File: src/led_ctrl_pkg.sv
package led_ctrl_pkg;

    // panel geometry
    localparam int panel_width = 64;
    localparam int panel_height = 32;
    localparam int bytes_per_pixel = 2;
    localparam int brightness_levels = 6;

    // frame address fields
    localparam int row_bits = $clog2(panel_height);
    localparam int col_bits = $clog2(panel_width);
    localparam int byte_sel_bits = $clog2(bytes_per_pixel);
    localparam int ram_addr_bits = row_bits + col_bits + byte_sel_bits;
    localparam int ram_depth = panel_width * panel_height * bytes_per_pixel;

    // row high, then column, then byte select
    typedef logic [ram_addr_bits-1:0] ram_addr_t;
    typedef logic [7:0] pixel_byte_t;
    typedef logic [brightness_levels-1:0] brightness_t;

    // ascii command characters
    typedef enum logic [7:0] {
        op_bright_clear = 8'h30,
        op_bright_1     = 8'h31,
        op_bright_2     = 8'h32,
        op_bright_3     = 8'h33,
        op_bright_4     = 8'h34,
        op_bright_5     = 8'h35,
        op_bright_6     = 8'h36,
        op_bright_set   = 8'h39,
        op_blue_on      = 8'h42,
        op_green_on     = 8'h47,
        op_pixel        = 8'h50,
        op_red_on       = 8'h52,
        op_bright_load  = 8'h54,
        op_blank        = 8'h5A,
        op_blue_off     = 8'h62,
        op_green_off    = 8'h67,
        op_red_off      = 8'h72
    } opcode_t;

    typedef enum logic [1:0] {
        cmd_idle,
        cmd_read_brightness,
        cmd_blank_panel,
        cmd_write_pixel
    } cmd_state_t;

endpackage
File: src/ram_write_if.sv
interface ram_write_if;

    logic request;
    led_ctrl_pkg::ram_addr_t address;
    led_ctrl_pkg::pixel_byte_t data;
    logic grant;

    // request, address and data held until grant
    modport requester (
        output request,
        output address,
        output data,
        input  grant
    );

    modport arbiter (
        input  request,
        input  address,
        input  data,
        output grant
    );

endinterface

File: src/led_matrix_ctrl.sv
module led_matrix_ctrl (
    input  logic                      clk_in,
    input  logic                      reset,
    input  led_ctrl_pkg::pixel_byte_t data_rx,
    input  logic                      data_ready_n,
    output logic [2:0]                rgb_enable,
    output led_ctrl_pkg::brightness_t brightness_enable,
    output led_ctrl_pkg::ram_addr_t   ram_address,
    output led_ctrl_pkg::pixel_byte_t ram_data_out,
    output logic                      ram_write_enable,
    output logic                      busy,
    output logic                      ready_for_data
);

    led_ctrl_pkg::pixel_byte_t loader_byte;
    logic loader_strobe;
    logic loader_done;
    logic blank_start;
    logic blank_done;

    ram_write_if blank_bus ();
    ram_write_if pixel_bus ();

    command_decoder u_decoder (
        .clk_in            (clk_in),
        .reset             (reset),
        .data_rx           (data_rx),
        .data_ready_n      (data_ready_n),
        .loader_done       (loader_done),
        .blank_done        (blank_done),
        .rgb_enable        (rgb_enable),
        .brightness_enable (brightness_enable),
        .busy              (busy),
        .ready_for_data    (ready_for_data),
        .loader_byte       (loader_byte),
        .loader_strobe     (loader_strobe),
        .blank_start       (blank_start)
    );

    pixel_loader u_loader (
        .clk_in      (clk_in),
        .reset       (reset),
        .byte_in     (loader_byte),
        .byte_strobe (loader_strobe),
        .done        (loader_done),
        .ram         (pixel_bus.requester)
    );

    panel_blanker u_blanker (
        .clk_in (clk_in),
        .reset  (reset),
        .start  (blank_start),
        .done   (blank_done),
        .ram    (blank_bus.requester)
    );

    ram_write_arbiter u_arbiter (
        .blank_port       (blank_bus.arbiter),
        .pixel_port       (pixel_bus.arbiter),
        .ram_address      (ram_address),
        .ram_data_out     (ram_data_out),
        .ram_write_enable (ram_write_enable)
    );

endmodule

File: src/ram_write_arbiter.sv
module ram_write_arbiter (
    ram_write_if.arbiter              blank_port,
    ram_write_if.arbiter              pixel_port,
    output led_ctrl_pkg::ram_addr_t   ram_address,
    output led_ctrl_pkg::pixel_byte_t ram_data_out,
    output logic                      ram_write_enable
);

    // blanker wins over the pixel loader
    assign blank_port.grant = blank_port.request;
    assign pixel_port.grant = pixel_port.request && !blank_port.request;

    always_comb begin
        ram_address = '0;
        ram_data_out = '0;
        ram_write_enable = 1'b0;
        if (blank_port.request) begin
            ram_address = blank_port.address;
            ram_data_out = blank_port.data;
            ram_write_enable = 1'b1;
        end else if (pixel_port.request) begin
            ram_address = pixel_port.address;
            ram_data_out = pixel_port.data;
            ram_write_enable = 1'b1;
        end
    end

endmodule

File: src/panel_blanker.sv
module panel_blanker (
    input  logic           clk_in,
    input  logic           reset,
    input  logic           start,
    output logic           done,
    ram_write_if.requester ram
);

    logic active;
    led_ctrl_pkg::ram_addr_t count;
    logic last_addr;

    assign last_addr = (count == led_ctrl_pkg::ram_addr_t'(led_ctrl_pkg::ram_depth - 1));

    assign ram.request = active;
    assign ram.address = count;
    assign ram.data = '0;

    assign done = active && ram.grant && last_addr;

    // one address per granted cycle
    always_ff @(posedge clk_in or posedge reset) begin
        if (reset) begin
            active <= 1'b0;
            count <= '0;
        end else if (start) begin
            active <= 1'b1;
            count <= '0;
        end else if (active && ram.grant) begin
            if (last_addr) begin
                active <= 1'b0;
            end else begin
                count <= count + 1'b1;
            end
        end
    end

endmodule

File: src/pixel_loader.sv
module pixel_loader (
    input  logic                      clk_in,
    input  logic                      reset,
    input  led_ctrl_pkg::pixel_byte_t byte_in,
    input  logic                      byte_strobe,
    output logic                      done,
    ram_write_if.requester            ram
);

    // 0 row, 1 column, 2 first data byte, 3 second data byte
    logic [1:0] seq;
    logic request;
    logic second;
    logic [led_ctrl_pkg::row_bits-1:0] row_reg;
    logic [led_ctrl_pkg::col_bits-1:0] col_reg;
    led_ctrl_pkg::pixel_byte_t data_reg;
    logic [led_ctrl_pkg::byte_sel_bits-1:0] byte_sel;

    // first data byte lands at index 1
    assign byte_sel = second ? led_ctrl_pkg::byte_sel_bits'(0)
                             : led_ctrl_pkg::byte_sel_bits'(1);

    assign ram.request = request;
    assign ram.address = {row_reg, col_reg, byte_sel};
    assign ram.data = data_reg;

    assign done = request && ram.grant && second;

    always_ff @(posedge clk_in or posedge reset) begin
        if (reset) begin
            seq <= 2'd0;
            request <= 1'b0;
            second <= 1'b0;
        end else begin
            if (ram.grant) begin
                request <= 1'b0;
            end
            if (done) begin
                seq <= 2'd0;
                second <= 1'b0;
            end
            if (byte_strobe) begin
                case (seq)
                    2'd0: seq <= 2'd1;
                    2'd1: seq <= 2'd2;
                    2'd2: begin
                        seq <= 2'd3;
                        request <= 1'b1;
                        second <= 1'b0;
                    end
                    default: begin
                        request <= 1'b1;
                        second <= 1'b1;
                    end
                endcase
            end
        end
    end

    // upper bits of row and column bytes are dropped
    always_ff @(posedge clk_in) begin
        if (byte_strobe) begin
            case (seq)
                2'd0: row_reg <= byte_in[led_ctrl_pkg::row_bits-1:0];
                2'd1: col_reg <= byte_in[led_ctrl_pkg::col_bits-1:0];
                default: data_reg <= byte_in;
            endcase
        end
    end

endmodule

File: src/command_decoder.sv
module command_decoder (
    input  logic                      clk_in,
    input  logic                      reset,
    input  led_ctrl_pkg::pixel_byte_t data_rx,
    input  logic                      data_ready_n,
    input  logic                      loader_done,
    input  logic                      blank_done,
    output logic [2:0]                rgb_enable,
    output led_ctrl_pkg::brightness_t brightness_enable,
    output logic                      busy,
    output logic                      ready_for_data,
    output led_ctrl_pkg::pixel_byte_t loader_byte,
    output logic                      loader_strobe,
    output logic                      blank_start
);

    led_ctrl_pkg::cmd_state_t state;
    led_ctrl_pkg::opcode_t opcode;
    logic accept;

    assign opcode = led_ctrl_pkg::opcode_t'(data_rx);

    // bytes are dropped while the blanker owns the bus
    assign ready_for_data = (state != led_ctrl_pkg::cmd_blank_panel);
    assign busy = (state != led_ctrl_pkg::cmd_idle);
    assign accept = ~data_ready_n && ready_for_data;

    assign loader_byte = data_rx;
    assign loader_strobe = accept && (state == led_ctrl_pkg::cmd_write_pixel);

    // fires on the accepting cycle so the sweep starts right after
    assign blank_start = accept && (state == led_ctrl_pkg::cmd_idle)
                         && (opcode == led_ctrl_pkg::op_blank);

    always_ff @(posedge clk_in or posedge reset) begin
        if (reset) begin
            state <= led_ctrl_pkg::cmd_idle;
            rgb_enable <= 3'b111;
            brightness_enable <= '1;
        end else begin
            case (state)
                led_ctrl_pkg::cmd_idle: begin
                    if (accept) begin
                        case (opcode)
                            led_ctrl_pkg::op_red_on: rgb_enable[0] <= 1'b1;
                            led_ctrl_pkg::op_red_off: rgb_enable[0] <= 1'b0;
                            led_ctrl_pkg::op_green_on: rgb_enable[1] <= 1'b1;
                            led_ctrl_pkg::op_green_off: rgb_enable[1] <= 1'b0;
                            led_ctrl_pkg::op_blue_on: rgb_enable[2] <= 1'b1;
                            led_ctrl_pkg::op_blue_off: rgb_enable[2] <= 1'b0;
                            // digit n flips bit (levels - n) so digit 1 is the msb
                            led_ctrl_pkg::op_bright_1: begin
                                brightness_enable[5] <= ~brightness_enable[5];
                            end
                            led_ctrl_pkg::op_bright_2: begin
                                brightness_enable[4] <= ~brightness_enable[4];
                            end
                            led_ctrl_pkg::op_bright_3: begin
                                brightness_enable[3] <= ~brightness_enable[3];
                            end
                            led_ctrl_pkg::op_bright_4: begin
                                brightness_enable[2] <= ~brightness_enable[2];
                            end
                            led_ctrl_pkg::op_bright_5: begin
                                brightness_enable[1] <= ~brightness_enable[1];
                            end
                            led_ctrl_pkg::op_bright_6: begin
                                brightness_enable[0] <= ~brightness_enable[0];
                            end
                            led_ctrl_pkg::op_bright_clear: brightness_enable <= '0;
                            led_ctrl_pkg::op_bright_set: brightness_enable <= '1;
                            led_ctrl_pkg::op_bright_load: begin
                                state <= led_ctrl_pkg::cmd_read_brightness;
                            end
                            led_ctrl_pkg::op_blank: state <= led_ctrl_pkg::cmd_blank_panel;
                            led_ctrl_pkg::op_pixel: state <= led_ctrl_pkg::cmd_write_pixel;
                            default: begin
                            end
                        endcase
                    end
                end
                led_ctrl_pkg::cmd_read_brightness: begin
                    if (accept) begin
                        brightness_enable <= data_rx[led_ctrl_pkg::brightness_levels-1:0];
                        state <= led_ctrl_pkg::cmd_idle;
                    end
                end
                led_ctrl_pkg::cmd_blank_panel: begin
                    if (blank_done) begin
                        state <= led_ctrl_pkg::cmd_idle;
                    end
                end
                led_ctrl_pkg::cmd_write_pixel: begin
                    if (loader_done) begin
                        state <= led_ctrl_pkg::cmd_idle;
                    end
                end
                default: state <= led_ctrl_pkg::cmd_idle;
            endcase
        end
    end

endmodule

File: config.mk
export PLATFORM = sky130hd
export DESIGN_NAME = led_matrix_ctrl
export DESIGN_NICKNAME = d
export VERILOG_FILES = /design/src/led_ctrl_pkg.sv /design/src/ram_write_if.sv /design/src/led_matrix_ctrl.sv /design/src/ram_write_arbiter.sv /design/src/panel_blanker.sv /design/src/pixel_loader.sv /design/src/command_decoder.sv
export SDC_FILE = /design/constraint.sdc
export NUM_CORES = 1
export LEC_CHECK = 0
export BUFFER_PORTS_ARGS = -buffer_cell sky130_fd_sc_hd__clkbuf_2
export CAP_MARGIN = 10
export CORE_MARGIN = 2
export CORE_UTILIZATION = 55
export CTS_CLUSTER_SIZE = 12
export DETAILED_ROUTE_END_ITERATION = 8
export PLACE_DENSITY = 0.83
export RECOVER_POWER = 100
export SETUP_SLACK_MARGIN = 0.2
export SLEW_MARGIN = 20
export SYNTH_ARGS = -nofsm -noshare
export SYNTH_HDL_FRONTEND = slang
export SYNTH_HIERARCHICAL = 1
export SYNTH_SLANG_ARGS = --single-unit
File: constraint.sdc
create_clock -name clk_in -period 5 [get_ports clk_in]
set_clock_uncertainty 0.1 [all_clocks]
set_input_delay 0 -clock clk_in [delete_from_list [all_inputs] [get_ports clk_in]]
set_output_delay 0 -clock clk_in [all_outputs]
set_load 0.03 [all_outputs]
# Word-level counts from Yosys, hierarchy flattened
# Index checks and enable logic that the tools add are counted.
word_totals:
  ff_bits: 47
  output_inout_bits: 32
  inputBits: 11
classes:
  n_mux: 40
  add_sub_neg: 1
  eq_ne: 36
  reduce_logical: 32
  n_bitwise: 8
ops:
  columns: ["op", "n"]
  rows:
  - ["== test 8 x 7 -> 1 bit, second input constant", 9]
  - ["== test 8 x 6 -> 1 bit, second input constant", 8]
  - ["two-way mux 12 bit", 5]
  - ["!= test 4 bit, second input constant", 7]
  - ["AND reduction 4 bit", 6]
  - ["one-hot mux 1 bit (3 select lines)", 6]
  - ["two-way mux 8 bit", 2]
  - ["adder 12 x 1 -> 12 bit, second input constant", 1]
  - ["== test 12 bit, second input constant", 1]
  - ["two-way mux 2 bit", 6]
  - ["two-way mux 6 bit", 2]
  - ["one-hot mux 2 bit (3 select lines)", 2]
  - ["one-hot mux 6 bit (2 select lines)", 1]
  - ["nonzero test 2 bit", 6]
  - ["two-way mux 1 bit", 11]
  - ["AND reduction 3 bit", 3]
  - ["logical AND 1 bit", 8]
  - ["!= test 2 bit, second input constant", 4]
  - ["inverter 1 bit", 8]
  - ["one-hot mux 1 bit (2 select lines)", 4]
  - ["one-hot mux 2 bit (4 select lines)", 1]
  - ["AND reduction 2 bit", 4]
  - ["== test 2 bit, second input constant", 3]
  - ["AND reduction 5 bit", 1]
  - ["5 further kinds", 8]

# Longest topological paths before layout
# Gate-level depths: netlist (run 1).
depth:
  depth_word: 7
  depth_mapped: 8
  depth_no_buf: 6

# Cells and area by module
# Netlist (run 1), hierarchy kept.
by_module_without_submodules:
  columns: ["mod", "area_each_um2", "cells_per_inst", "seq_area_each_um2", "n_inst"]
  rows:
  - ["command_decoder", 957.2, 106, 286.5, 1]
  - ["pixel_loader", 839.6, 48, 670.6, 1]
  - ["panel_blanker", 828.3, 84, 325.3, 1]
  - ["ram_write_arbiter", 231.5, 31, 0.0, 1]

# Worst setup path after synthesis (run 1)
# No wires, ideal clock.
synth_timing:
  path_type: "reg2reg"
  startpoint: "reg u_decoder.state[0]"
  endpoint: "reg u_blanker.count[2] (netlist: u_blanker/ram.address[2])"
  setup_slack_ns: 2.589
  synth_period_minus_slack_ns: 2.411
  t_required_ns: 4.765
  stages_incl_launch_ff: 8
  t_arrival_ns: 2.176
  path_cell_list: "dfrtp_1 > buf_6 > or4b_4 > or3b_4 > nor4_4 > and3_1 > clkbuf_1 > nor3_1"
synth_between:
  elab_chain_len: 6
  word_cells_on_any_way: 9
synth_lines:
  columns: ["element", "line_no", "text"]
  rows:
  - ["start, declared", "command_decoder.sv:17", "led_ctrl_pkg::cmd_state_t state;"]
  - ["start signal, assigned", "command_decoder.sv:37", "state <= led_ctrl_pkg::cmd_idle;"]
  - ["start signal, assigned", "command_decoder.sv:73", "state <= led_ctrl_pkg::cmd_read_brightness;"]
  - ["start signal, assigned", "command_decoder.sv:75", "led_ctrl_pkg::op_blank: state <= led_ctrl_pkg::cmd_blank_panel;"]
  - ["!= test 2 bit", "command_decoder.sv:24", "assign ready_for_data = (state != led_ctrl_pkg::cmd_blank_panel);"]
  - ["logical AND 1 bit", "command_decoder.sv:26", "assign accept = ~data_ready_n && ready_for_data;"]
  - ["logical AND 1 bit (*)", "command_decoder.sv:32", "assign blank_start = accept && (state == led_ctrl_pkg::cmd_idle)"]
  - ["logical AND 1 bit (*)", "command_decoder.sv:33", "&& (opcode == led_ctrl_pkg::op_blank);"]
  - ["named net blank_start", "led_matrix_ctrl.sv:18", "logic blank_start;"]
  - ["!= test 2 bit (no line) / nonzero test 2 bit (equally long branches)", null, null]
  - ["AND reduction 2 bit (no line)", null, null]
  - ["end signal, assigned", "panel_blanker.sv:33", "count <= count + 1'b1;"]
  - ["end, declared", "panel_blanker.sv:10", "led_ctrl_pkg::ram_addr_t count;"]
# The timed path passes the listed nets; every way through them passes the cells marked *.
# A chain may end at the register's enable or synchronous reset.

# Final worst setup path (run 1)
layout_timing:
  startpoint: "reg u_decoder.state[1]"
  endpoint: "reg u_blanker.count[3] (netlist: u_blanker/ram.address[3])"
# The elaborated chain is that of the path after synthesis.

==> impl_results.md, run 1 <==
- Die Ht: 76.1 um
- CTS tree: yes
- Worst min path class: input port to asynchronous set/reset pin
- GRT Util Overall: 21.4%
- Top post-synthesis cells by area: edfxtp_1 (20%), dfrtp_1 (17%), dfstp_2 (8.3%)
- First-pass GRT wire length: approximately 10000 um
- PostCTS Resize Cnt: 0
- Fmax: 344 MHz
- CP max FO: 15
- Crit end category: flip-flop
- Area delta synth->final: 5.43%
- Inserted Clock Buffers: 5
- Pre-Repair DR Iteration Count: 5
- Grt peak-use layer: met2
- Mapped Area: 2860 um^2
- Sink Count: 47
- Worst vdd ir: around 0.24 mV
- Worst-Margin Slew: 1.32 ns
- P_leak: 1.17 nW
- EDFF count, synth: 19
- Area leader, netlist: edfxtp_1
- Share of Yosys cell area claimed by the top area cell type: 20.0%
- Pin count of the biggest net entering global routing: 34
- Buffers from clock root to sink, at most: 2
- Critical Path RT: 5.09 ns
- WP data arrival: approximately 3 ns
- Vias: between 2000 and 2500
- Hpwl dp: 4110 um
- Avg Vias per Cell: 5.92
- Syn. warnings: 6
- Main flop type after synthesis: edfxtp_1
- Die Footprint: 5790 um^2
- Layout cells sized above 1: 9.27%
- Max FFs per register: 12
- Worst-skew pair later-pin latency: 0.30 ns
- Status: complete, no violations
- Final Hold Vio Count: 0
- Yosys cell types: 64
- Met1 Use GR: 29.5%
- Remaining DRCs: 0
- Total Power: approximately 1.3 mW
- Vias in the first global route: 2079
- Fillers: 471
- Pwr Density: 444 nW/um^2
- Met3 usage: 3.79%
- Highest-count cells in the layout ignoring fill and taps: clkbuf_1 (42), inv_1 (21), a22o_1 (19), dfrtp_1 (19), edfxtp_1 (19)
- Initial antenna violation count: 0
- Port Buf Inserts: 42
- Seq/Total Area, Yosys: 44.9%
- Setup CP Type: flip-flop to flip-flop
- Crit start category: flip-flop
- # diodes: 0
- Post-synth ARST share: 59.6%
- H-tree depth: 2
- RSZ-0062 raised after global routing: no
- DR WL/cell: 16.0 um
- Post-Syn Instances: 269
- Fin. max-slew vios: 0
- Clock Tree Root: clkbuf_8
- Synthesized area per cell: roughly 11 um^2
- # Max-Cap Violations: 0
- Setup violations, final: 0
- Most common cell after layout, fill and taps aside: clkbuf_1
- Die width: around 76 um
- Post-route ant nets: 0
- Top-level I/O count: 43
- Slew HR: between 10% and 20%
- Iteration-0 DRC count of the detailed router: 120
- Final GP Congestion: between 0.9 and 1
- M2 GR Usage: between 30% and 40%
- TNS Setup: 0 ns
- Final net count: roughly 320
- Routed WL: 5950 um
- Rows: 26
- Final period util: between 50% and 60%
- Post-synthesis register bit count: 47
- Core Region: between 5000 and 6000 um^2
- Fin crit period: 2.91 ns
- Initial Utilization: between 50% and 60%
- Grt total ovfl: 0
- CTS clk-pin slew, worst paths: approximately 0.090 ns
[worst max-delay path, stage by stage, from the launching register on]
cell     delay [ns]
dfrtp_1        0.48
or4b_1         0.56
or3b_1         0.42
nor4_1         0.28
and3_1         0.55
nor2_1         0.09
mux2_1         0.30
[final timing paths]
| check | startpoint | endpoint | slack [ns] | cells past startpoint |
|---|---|---|---|---|
| max reg2reg | u_decoder/state[1]$_DFFE_PP0P_ | u_blanker/ram.address[3]$_DFFE_PP0P_ | 2.09 | 6 |
| min in group clk_in | data_ready_n | u_decoder/brightness_enable[2]$_DFFE_PP1P_ | 0.06 | 4 |
| min | reset | u_loader/ram.request$_DFF_PP0_ | 0.04 | 3 |
| max in group asynchronous | reset | u_blanker/ram.address[4]$_DFFE_PP0P_ | 4.27 | 3 |
| max | u_decoder/state[1]$_DFFE_PP0P_ | u_blanker/ram.address[3]$_DFFE_PP0P_ | 2.09 | 6 |
| min reg2reg | u_decoder/rgb_enable[0]$_DFFE_PP1P_ | u_decoder/rgb_enable[0]$_DFFE_PP1P_ | 0.38 | 2 |
[cells by family (layout without fill, tap and decap cells)]
logic type      Yosys count  in the layout  share of synthesized area (%)
flops                    47             47                           44.9
simple gates             76             76                           18.4
mux                      10             10                           3.55
compound gates           75             75                           19.5
fa+ha+maj                 5              5                           2.19
buf+inv                  51             77                           10.2
xor+xnor                  4              4                           1.23
other cells               1              8                          0.131
[where the power goes]
| group | internal (mW) | leakage (nW) | switching (mW) |
|---|---|---|---|
| logic | 0.172 | 0.646 | 0.333 |
| registers | 0.489 | 0.480 | 0.114 |
| clock network | 0.0977 | 0.0418 | 0.133 |
| total | 0.758 | 1.17 | 0.580 |
[layer usage]
metal	share of wire, %	vias up	wire [um]
met5	0	-	0
li1	-	1043	-
met2	50	63	2960
met3	4.7	7	277
met4	1.0	0	60
met1	45	1090	2660
[area by class of cell]
class,instances,area [um^2],area share (%)
clock buffer,5,68.8,2.29
clock inverter,3,20.0,0.665
inverter,21,78.8,2.62
multi-input combinational,178,1260,41.9
sequential,47,1280,42.6
tap,70,87.6,2.91
timing repair buffer,48,213,7.06
[metrics by stage]
stage               hold WS, ns  worst slack, ns  std cells  util (%)  instance area [um^2]
finish                   0.0425             2.09        372      59.3                  3010
global route             0.0664             1.91        372      59.3                  3010
CTS                      0.0396             2.22        372      61.4                  3120
detailed placement       -0.189             2.26        359      58.7                  2980
global placement         -0.189             2.30        359      58.7                  2980
floorplan                -0.334             2.59        276         -                  2880
[cell usage after synthesis (3+ instances only)]
| master | n |
|---|---|
| nor4_1 | 3 |
| mux2i_1 | 9 |
| nand2_1 | 9 |
| a21oi_1 | 15 |
| dfstp_2 | 9 |
| nand3_1 | 6 |
| o21ai_0 | 11 |
| buf_4 | 19 |
| a31oi_1 | 5 |
| buf_6 | 3 |
| o31ai_1 | 3 |
| dfrtp_1 | 19 |
| inv_1 | 21 |
| nor2b_1 | 3 |
| nor3_1 | 4 |
| o22ai_1 | 7 |
| buf_2 | 3 |
| or3_1 | 4 |
| edfxtp_1 | 19 |
| xnor2_1 | 3 |
| nand2b_1 | 5 |
| nor2_1 | 13 |
| ha_1 | 5 |
| clkbuf_1 | 3 |
| or4_1 | 4 |
| a22o_1 | 19 |
[repair_timing]
action,4_1_cts,5_1_grt
setup endpoints to repair,0,0
buffers inserted,0,0
hold buffers,5,0
hold endpoints to repair,39,0
Power figures use the tool's default switching activity.
==> run 2, diff against run 1 <==
Settings changed: ABC_AREA from default to 1, CORE_UTILIZATION 55 to 52, PLACE_DENSITY 0.83 to 0.82.
Clock period 5 ns to 2.6 ns, I/O delays scaled along.
==> run 2 against run 1 <==
Critical path depth decreased by 1. Via count increased by 25%. First-iteration DRC count increased by 93%. Sequential cell count unchanged. Sequential share of layout area decreased by 5.2 points. Setup slack got worse by 1.8 ns. Global-route usage increased by 0.66 points. Die area increased by 16%. Sequential power increased by 74%. Cell count increased by 46%. Synthesized cell count increased by 58%. Area after synthesis increased by 11%.
==> impl_results.md, run 2 <==
- Status: complete, no violations
- Synthesized area per cell: between 7 and 8 um^2
- R2r endpoint: u_blanker/ram.address[10]$_DFFE_PP0P_
- R2R Setup Slk: 0.34 ns
- Area delta synth->final: 8.51%
- Uppermost layer routed: met4
- Post-Syn Instances: around 420
- EDFF count, synth: 19
- Slew HR: 41.0%
- Met1 WL: approximately 2900 um
- RSZ-0062 raised after global routing: no
- GRT Util Overall: 22.0%
- Grt total ovfl: 0
- Seq/Total Area, Yosys: 40.6%
- Critical Path End: ram_address[8]
- Top-level I/O count: 43
- CP max FO: 21
- Highest-count cells in the layout ignoring fill and taps: nand2_1 (132), nor2_1 (70), inv_1 (44)
- Routed WL: 6810 um
- Initial antenna violation count: 0
- Total Power: around 2.4 mW
- Post-Synth Adder-Cell Area: 1.98%
- Fin cells: between 500 and 600
- Final period util: about nine tenths
- Remaining DRCs: 0
- Crit start category: flip-flop
- Pre-Repair DR Iteration Count: 4
- Rows: 28
- Syn. warnings: 6
- Worst min path class: input port to asynchronous set/reset pin
- Worst-Margin Slew: slightly below 0.9 ns
- Post-route ant nets: 0
- Pwr Density: 704 nW/um^2
- Buffers from clock root to sink, at most: 2
- Post-synth ARST share: 59.6%
- Yosys cell types: 33
- # diodes: 0
- CTS tree: yes
- Critical Path RT: 2.50 ns
- Area leader, netlist: edfxtp_1
- P_leak: roughly 1.6 nW
- Layout cells sized above 1: around 15%
- Port Buf Inserts: 42
- Final GP Congestion: 0.879
- Core Region: about 5900 um^2
- Critical Path Source: u_blanker/ram.request$_DFFE_PP0P_
- Setup WS post-layout: 0.246 ns
- Max FFs per register: 12
- First-pass GRT wire length: between 10000 and 15000 um
- Worst reg2reg path startpoint: u_decoder/state[1]$_DFFE_PP0P_
- Placed Cells: 525
- Most common cell after layout, fill and taps aside: nand2_1
- Die width: 82.0 um
- Iteration-0 DRC count of the detailed router: 232
- Die Ht: 82.0 um
- Vias in the first global route: about 2600
- Mapped Area: 3160 um^2
- Compound-Gate Fraction of Synth Area: under 10%
- H-tree depth: 2
- Dpl ws: 0.373 ns
- Sink Count: 47
- Inserted Clock Buffers: 5
- Post-Synth Simple-Gate Area: 40.0%
- CTS clk-pin slew, worst paths: 0.10 ns
- Fin. max-slew vios: 0
- Final Hold Vio Count: 0
- TNS Setup: 0 ns
- Avg Vias per Cell: roughly 5.1
- Top-count cell post-synth: nand2_1
- Main flop type after synthesis: edfxtp_1
- Synth cell count leaders: nand2_1 (128), nor2_1 (68), inv_1 (43)
- Initial Utilization: 53.7%
- WP data arrival: 2.25 ns
- DR WL/cell: 12.5 um
- Hpwl dp: 5220 um
- Placement-stage cell area: 3300 um^2
- Xor/xnor share of the synthesized area: 0.831%
- Crit end category: output port
- Pin count of the biggest net entering global routing: 22
- # Max-Cap Violations: 0
- Setup violations, final: 0
- Worst Reg-to-Reg Cells: 9
- Final net count: 483
- Largest family of logic cells by synthesized area: simple AND/OR/NAND/NOR gates
- Vias: 2760
- Worst vdd ir: approximately 0.41 mV
- Fillers: between 500 and 600
- Mux contribution to synthesized area: 0%
- Setup CP Type: flip-flop to output port
- Post-synthesis register bit count: 47
- Final Instance Area: around 3400 um^2
- Fmax: approximately 420 MHz
- Clock Tree Root: clkbuf_8
- Met3 routed WL: 407 um
- Worst-skew pair later-pin latency: about 0.31 ns
- Fin crit period: 2.35 ns
- Die Footprint: 6720 um^2
- Share of Yosys cell area claimed by the top area cell type: 18.0%
- Met2 wire len: 3380 um
- Top post-synthesis cells by area: edfxtp_1 (18%), nand2_1 (15%), dfrtp_1 (15%)
[run 2: changes by cell type in the layout (fill, tap and decap cells not counted), sizes merged, moves of 11 or more]
| cell | before | now |
|---|---|---|
| nand2 | 9 | 136 |
| nor2 | 13 | 75 |
| nand3 | 7 | 43 |
| a22o | 19 | 0 |
| inv | 21 | 45 |
| a21oi | 15 | 4 |
[run 2: worst min-delay path by stage]
stage / from / endpoint
5_1_grt: reset / u_loader/second$_DFF_PP0_
2_1_floorplan: reset / u_loader/ram.request$_DFF_PP0_
4_1_cts: reset / u_loader/second$_DFF_PP0_
3_3_place_gp: reset / u_loader/seq[1]$_DFF_PP0_
6_report: reset / u_loader/second$_DFF_PP0_
3_5_place_dp: reset / u_loader/seq[0]$_DFF_PP0_
[run 2: worst max-delay path, stage by stage (launching register included)]
cell and delay, ns:
dfrtp_1 0.50, buf_4 0.24, inv_1 0.66, nand3_2 0.12, nand2_1 0.10, clkbuf_1 0.31
[run 2: final cells by class]
class	count	area (um^2)	share of cell area, %
multi-input cells	311	1490	43.3
inverters	47	176	5.14
clock inverters	3	20.0	0.584
clock buffers	5	68.8	2.01
well taps	75	93.8	2.74
flip-flops and latches	47	1280	37.4
repair buffers	55	304	8.86
[run 2: logic make-up after synthesis]
kind of cell	after synthesis
adders and majority gates	5
xor gates and xnor gates	3
other	1
DFF	47
AOI/OAI and AO/OA	25
and+or+nand+nor	270
buffers and inverters	73
[run 2: what timing repair did]
action,in CTS,in global routing
gates resized for setup,0,1
hold buffers,10,0
endpoints found under the setup margin,0,6
endpoints found under the hold margin,52,0
setup buffers,0,0
[run 2: per-stage QoR]
step	util, %	hold WS, ns
6_report	58.3	0.0403
4_1_cts	59.3	0.0389
3_5_place_dp	56.1	-0.180
5_1_grt	58.3	0.0905
3_3_place_gp	56.1	-0.183
2_1_floorplan	-	-0.334
[run 2: routing by layer]
| layer | up-vias | global-route usage, % |
|---|---|---|
| li1 | 1399 | - |
| met3 | 14 | 4.18 |
| met5 | - | 0 |
| met1 | 1256 | 28.6 |
| met2 | 91 | 36.3 |
| met4 | 0 | 8.67 |
[run 2: power by group]
| group | switching [mW] | total, mW | internal, mW |
|---|---|---|---|
| Clock | 0.252 | 0.440 | 0.188 |
| Sequential | 0.127 | 1.05 | 0.921 |
| Combinational | 0.647 | 0.927 | 0.280 |
| Total | 1.03 | 2.41 | 1.39 |
==> run 3, diff against run 2 <==
Settings changed: CORE_UTILIZATION 52 to 55, PLACE_DENSITY 0.82 to 0.83.
Clock period 2.6 ns to 2.37 ns, I/O delays scaled along.
==> run 3 against run 2 <==
Hold slack better by 0.035 ns. Clock-buffer cell count did not move. Utilization up 4.4 points. Combinational power is 9% higher. Critical path depth shrank 1. Sequential share of layout area down 0.46 points. Cell count increased by 0.55%. Power rose by 8.8%. Global-route usage grew 1.8 points. Routed wire length up 0.91%. Clock power up 5.7%. Largest power group unchanged.
==> impl_results.md, run 3 (synthesized netlist as in run 2, its figures left out) <==
- Iteration-0 DRC count of the detailed router: around 180
- Critical path cell sequence: inv_1 > nand3_2 > nand2_1 > clkbuf_1
- WP data arrival: 2.04 ns
- Die Ht: 79.8 um
- Remaining DRCs: 0
- RSZ-0062 raised after global routing: no
- CP max stage cell: inv_1
- Grt total ovfl: 0
- Die width: between 70 and 80 um
- Hold slack: around 0.076 ns
- Layout cells sized above 1: between 10% and 20%
- Buffers from clock root to sink, at most: 2
- Rows: 27
- CTS tree: yes
- Setup CP Type: flip-flop to output port
- Max FFs per register: 12
- CTS clk-pin slew, worst paths: 0.08 ns
- Initial antenna violation count: 0
- Critical Path RT: 2.27 ns
- Pin count of the biggest net entering global routing: 22
- P_leak: 1.66 nW
- Slew HR: 39.9%
- R2R Setup Slk: roughly 0.34 ns
- GRT Util Overall: a little under a quarter
- TNS Setup: 0 ns
- DR WL/cell: between 10 and 15 um
- Setup violations, final: 0
- Final GP Congestion: just under 0.9
- CP max FO: 21
- Final Hold Vio Count: 0
- Inserted Clock Buffers: 5
- Critical Path Source: u_blanker/ram.request$_DFFE_PP0P_
- Placement-stage cell area: 3320 um^2
- Clock Tree Root: clkbuf_8
- Worst-Margin Slew: ~0.90 ns
- Die Footprint: 6370 um^2
- # Max-Cap Violations: 0
- Vias in the first global route: roughly 2600
- H-tree depth: 2
- Fillers: 509
- First-pass GRT wire length: 11700 um
- Crit end category: output port
- Initial Utilization: 57.1%
- Worst-skew pair later-pin latency: 0.30 ns
- # diodes: 0
- Final net count: 489
- Avg Vias per Cell: 5.08
- Worst reg2reg path startpoint: u_decoder/state[0]$_DFFE_PP0P_
- Vias: 2775
- Fin. max-slew vios: 0
- Worst min path class: input port to asynchronous set/reset pin
- Final period util: 90.2%
- Slowest stage delay, CP: 0.71 ns
- Area delta synth->final: 9.85%
- Sink Count: 47
- Pre-Repair DR Iteration Count: 5
- Worst vdd ir: 0.528 mV
- Pwr Density: ~760 nW/um^2
- Top-level I/O count: 43
- R2r endpoint: u_loader/ram.data[3]$_DFFE_PP_
- Highest-count cells in the layout ignoring fill and taps: nand2_1 (130), nor2_1 (70), inv_1 (44)
- Status: complete, no violations
- Port Buf Inserts: 42
- Crit start category: flip-flop
- Core Region: about 5500 um^2
- Fmax: approximately 470 MHz
- Final Instance Area: 3470 um^2
- Fin crit period: 2.14 ns
- Final Core Density: a little over three fifths
- Post-route ant nets: 0
- Hpwl dp: roughly 5000 um
- Most common cell after layout, fill and taps aside: nand2_1
- Worst Reg-to-Reg Cells: 6
- Routed WL: between 6000 and 7000 um
## run 3: critical path: cells and delay by family (launching register included)
family,cells,cell delay [ns]
buf+inv,2,1.02
flops,1,0.49
simple gates,2,0.23
## run 3: power by group
| part | switching (mW) | leakage (nW) | total (mW) | internal [mW] |
|---|---|---|---|---|
| combinational | 0.704 | 1.11 | 1.01 | 0.307 |
| clock | 0.263 | 0.0477 | 0.465 | 0.202 |
| sequential | 0.140 | 0.500 | 1.15 | 1.01 |
| total | 1.11 | 1.66 | 2.63 | 1.52 |
## run 3: worst max-delay path by stage
stage | end | cells after the start
6_report | ram_address[9] | 4
5_1_grt | ram_address[9] | 4
4_1_cts | u_blanker/ram.address[10]$_DFFE_PP0P_ | 11
3_5_place_dp | u_blanker/ram.address[10]$_DFFE_PP0P_ | 9
3_3_place_gp | u_blanker/ram.address[10]$_DFFE_PP0P_ | 9
2_1_floorplan | u_blanker/ram.address[8]$_DFFE_PP0P_ | 9
## run 3: metal layers
| metal | GRT usage, % | vias up | wire length [um] |
|---|---|---|---|
| li1 | - | 1407 | - |
| met1 | 30.2 | 1275 | 3000 |
| met2 | 39.9 | 77 | 3340 |
| met3 | 3.62 | 16 | 319 |
| met4 | 10.8 | 0 | 210 |
| met5 | 0 | - | 0 |
## run 3: layout make-up
class | instances | area, um^2 | share of cell area (%)
multi-input cells | 311 | 1500 | 43.2
flip-flops and latches | 47 | 1280 | 36.9
repair buffers | 61 | 337 | 9.69
inverters | 47 | 180 | 5.19
well taps | 72 | 90.1 | 2.59
clock buffers | 5 | 68.8 | 1.98
clock inverters | 3 | 15.0 | 0.432
## run 3: what timing repair did
item                                    CTS  global route
buffers inserted                          0             3
endpoints found under the setup margin    0             8
resized for setup                         0             6
endpoints found under the hold margin    50             0
hold buffers                             10             0
## run 3: through the flow
| step | setup slack, ns | std cells | power, mW |
|---|---|---|---|
| finish | 0.231 | 546 | 2.63 |
| global route | 0.107 | 546 | 2.81 |
| CTS | 0.231 | 543 | 2.67 |
| detailed placement | 0.273 | 525 | 2.19 |
| global placement | 0.363 | 525 | 2.16 |
| floorplan | 0.526 | 431 | 1.93 |
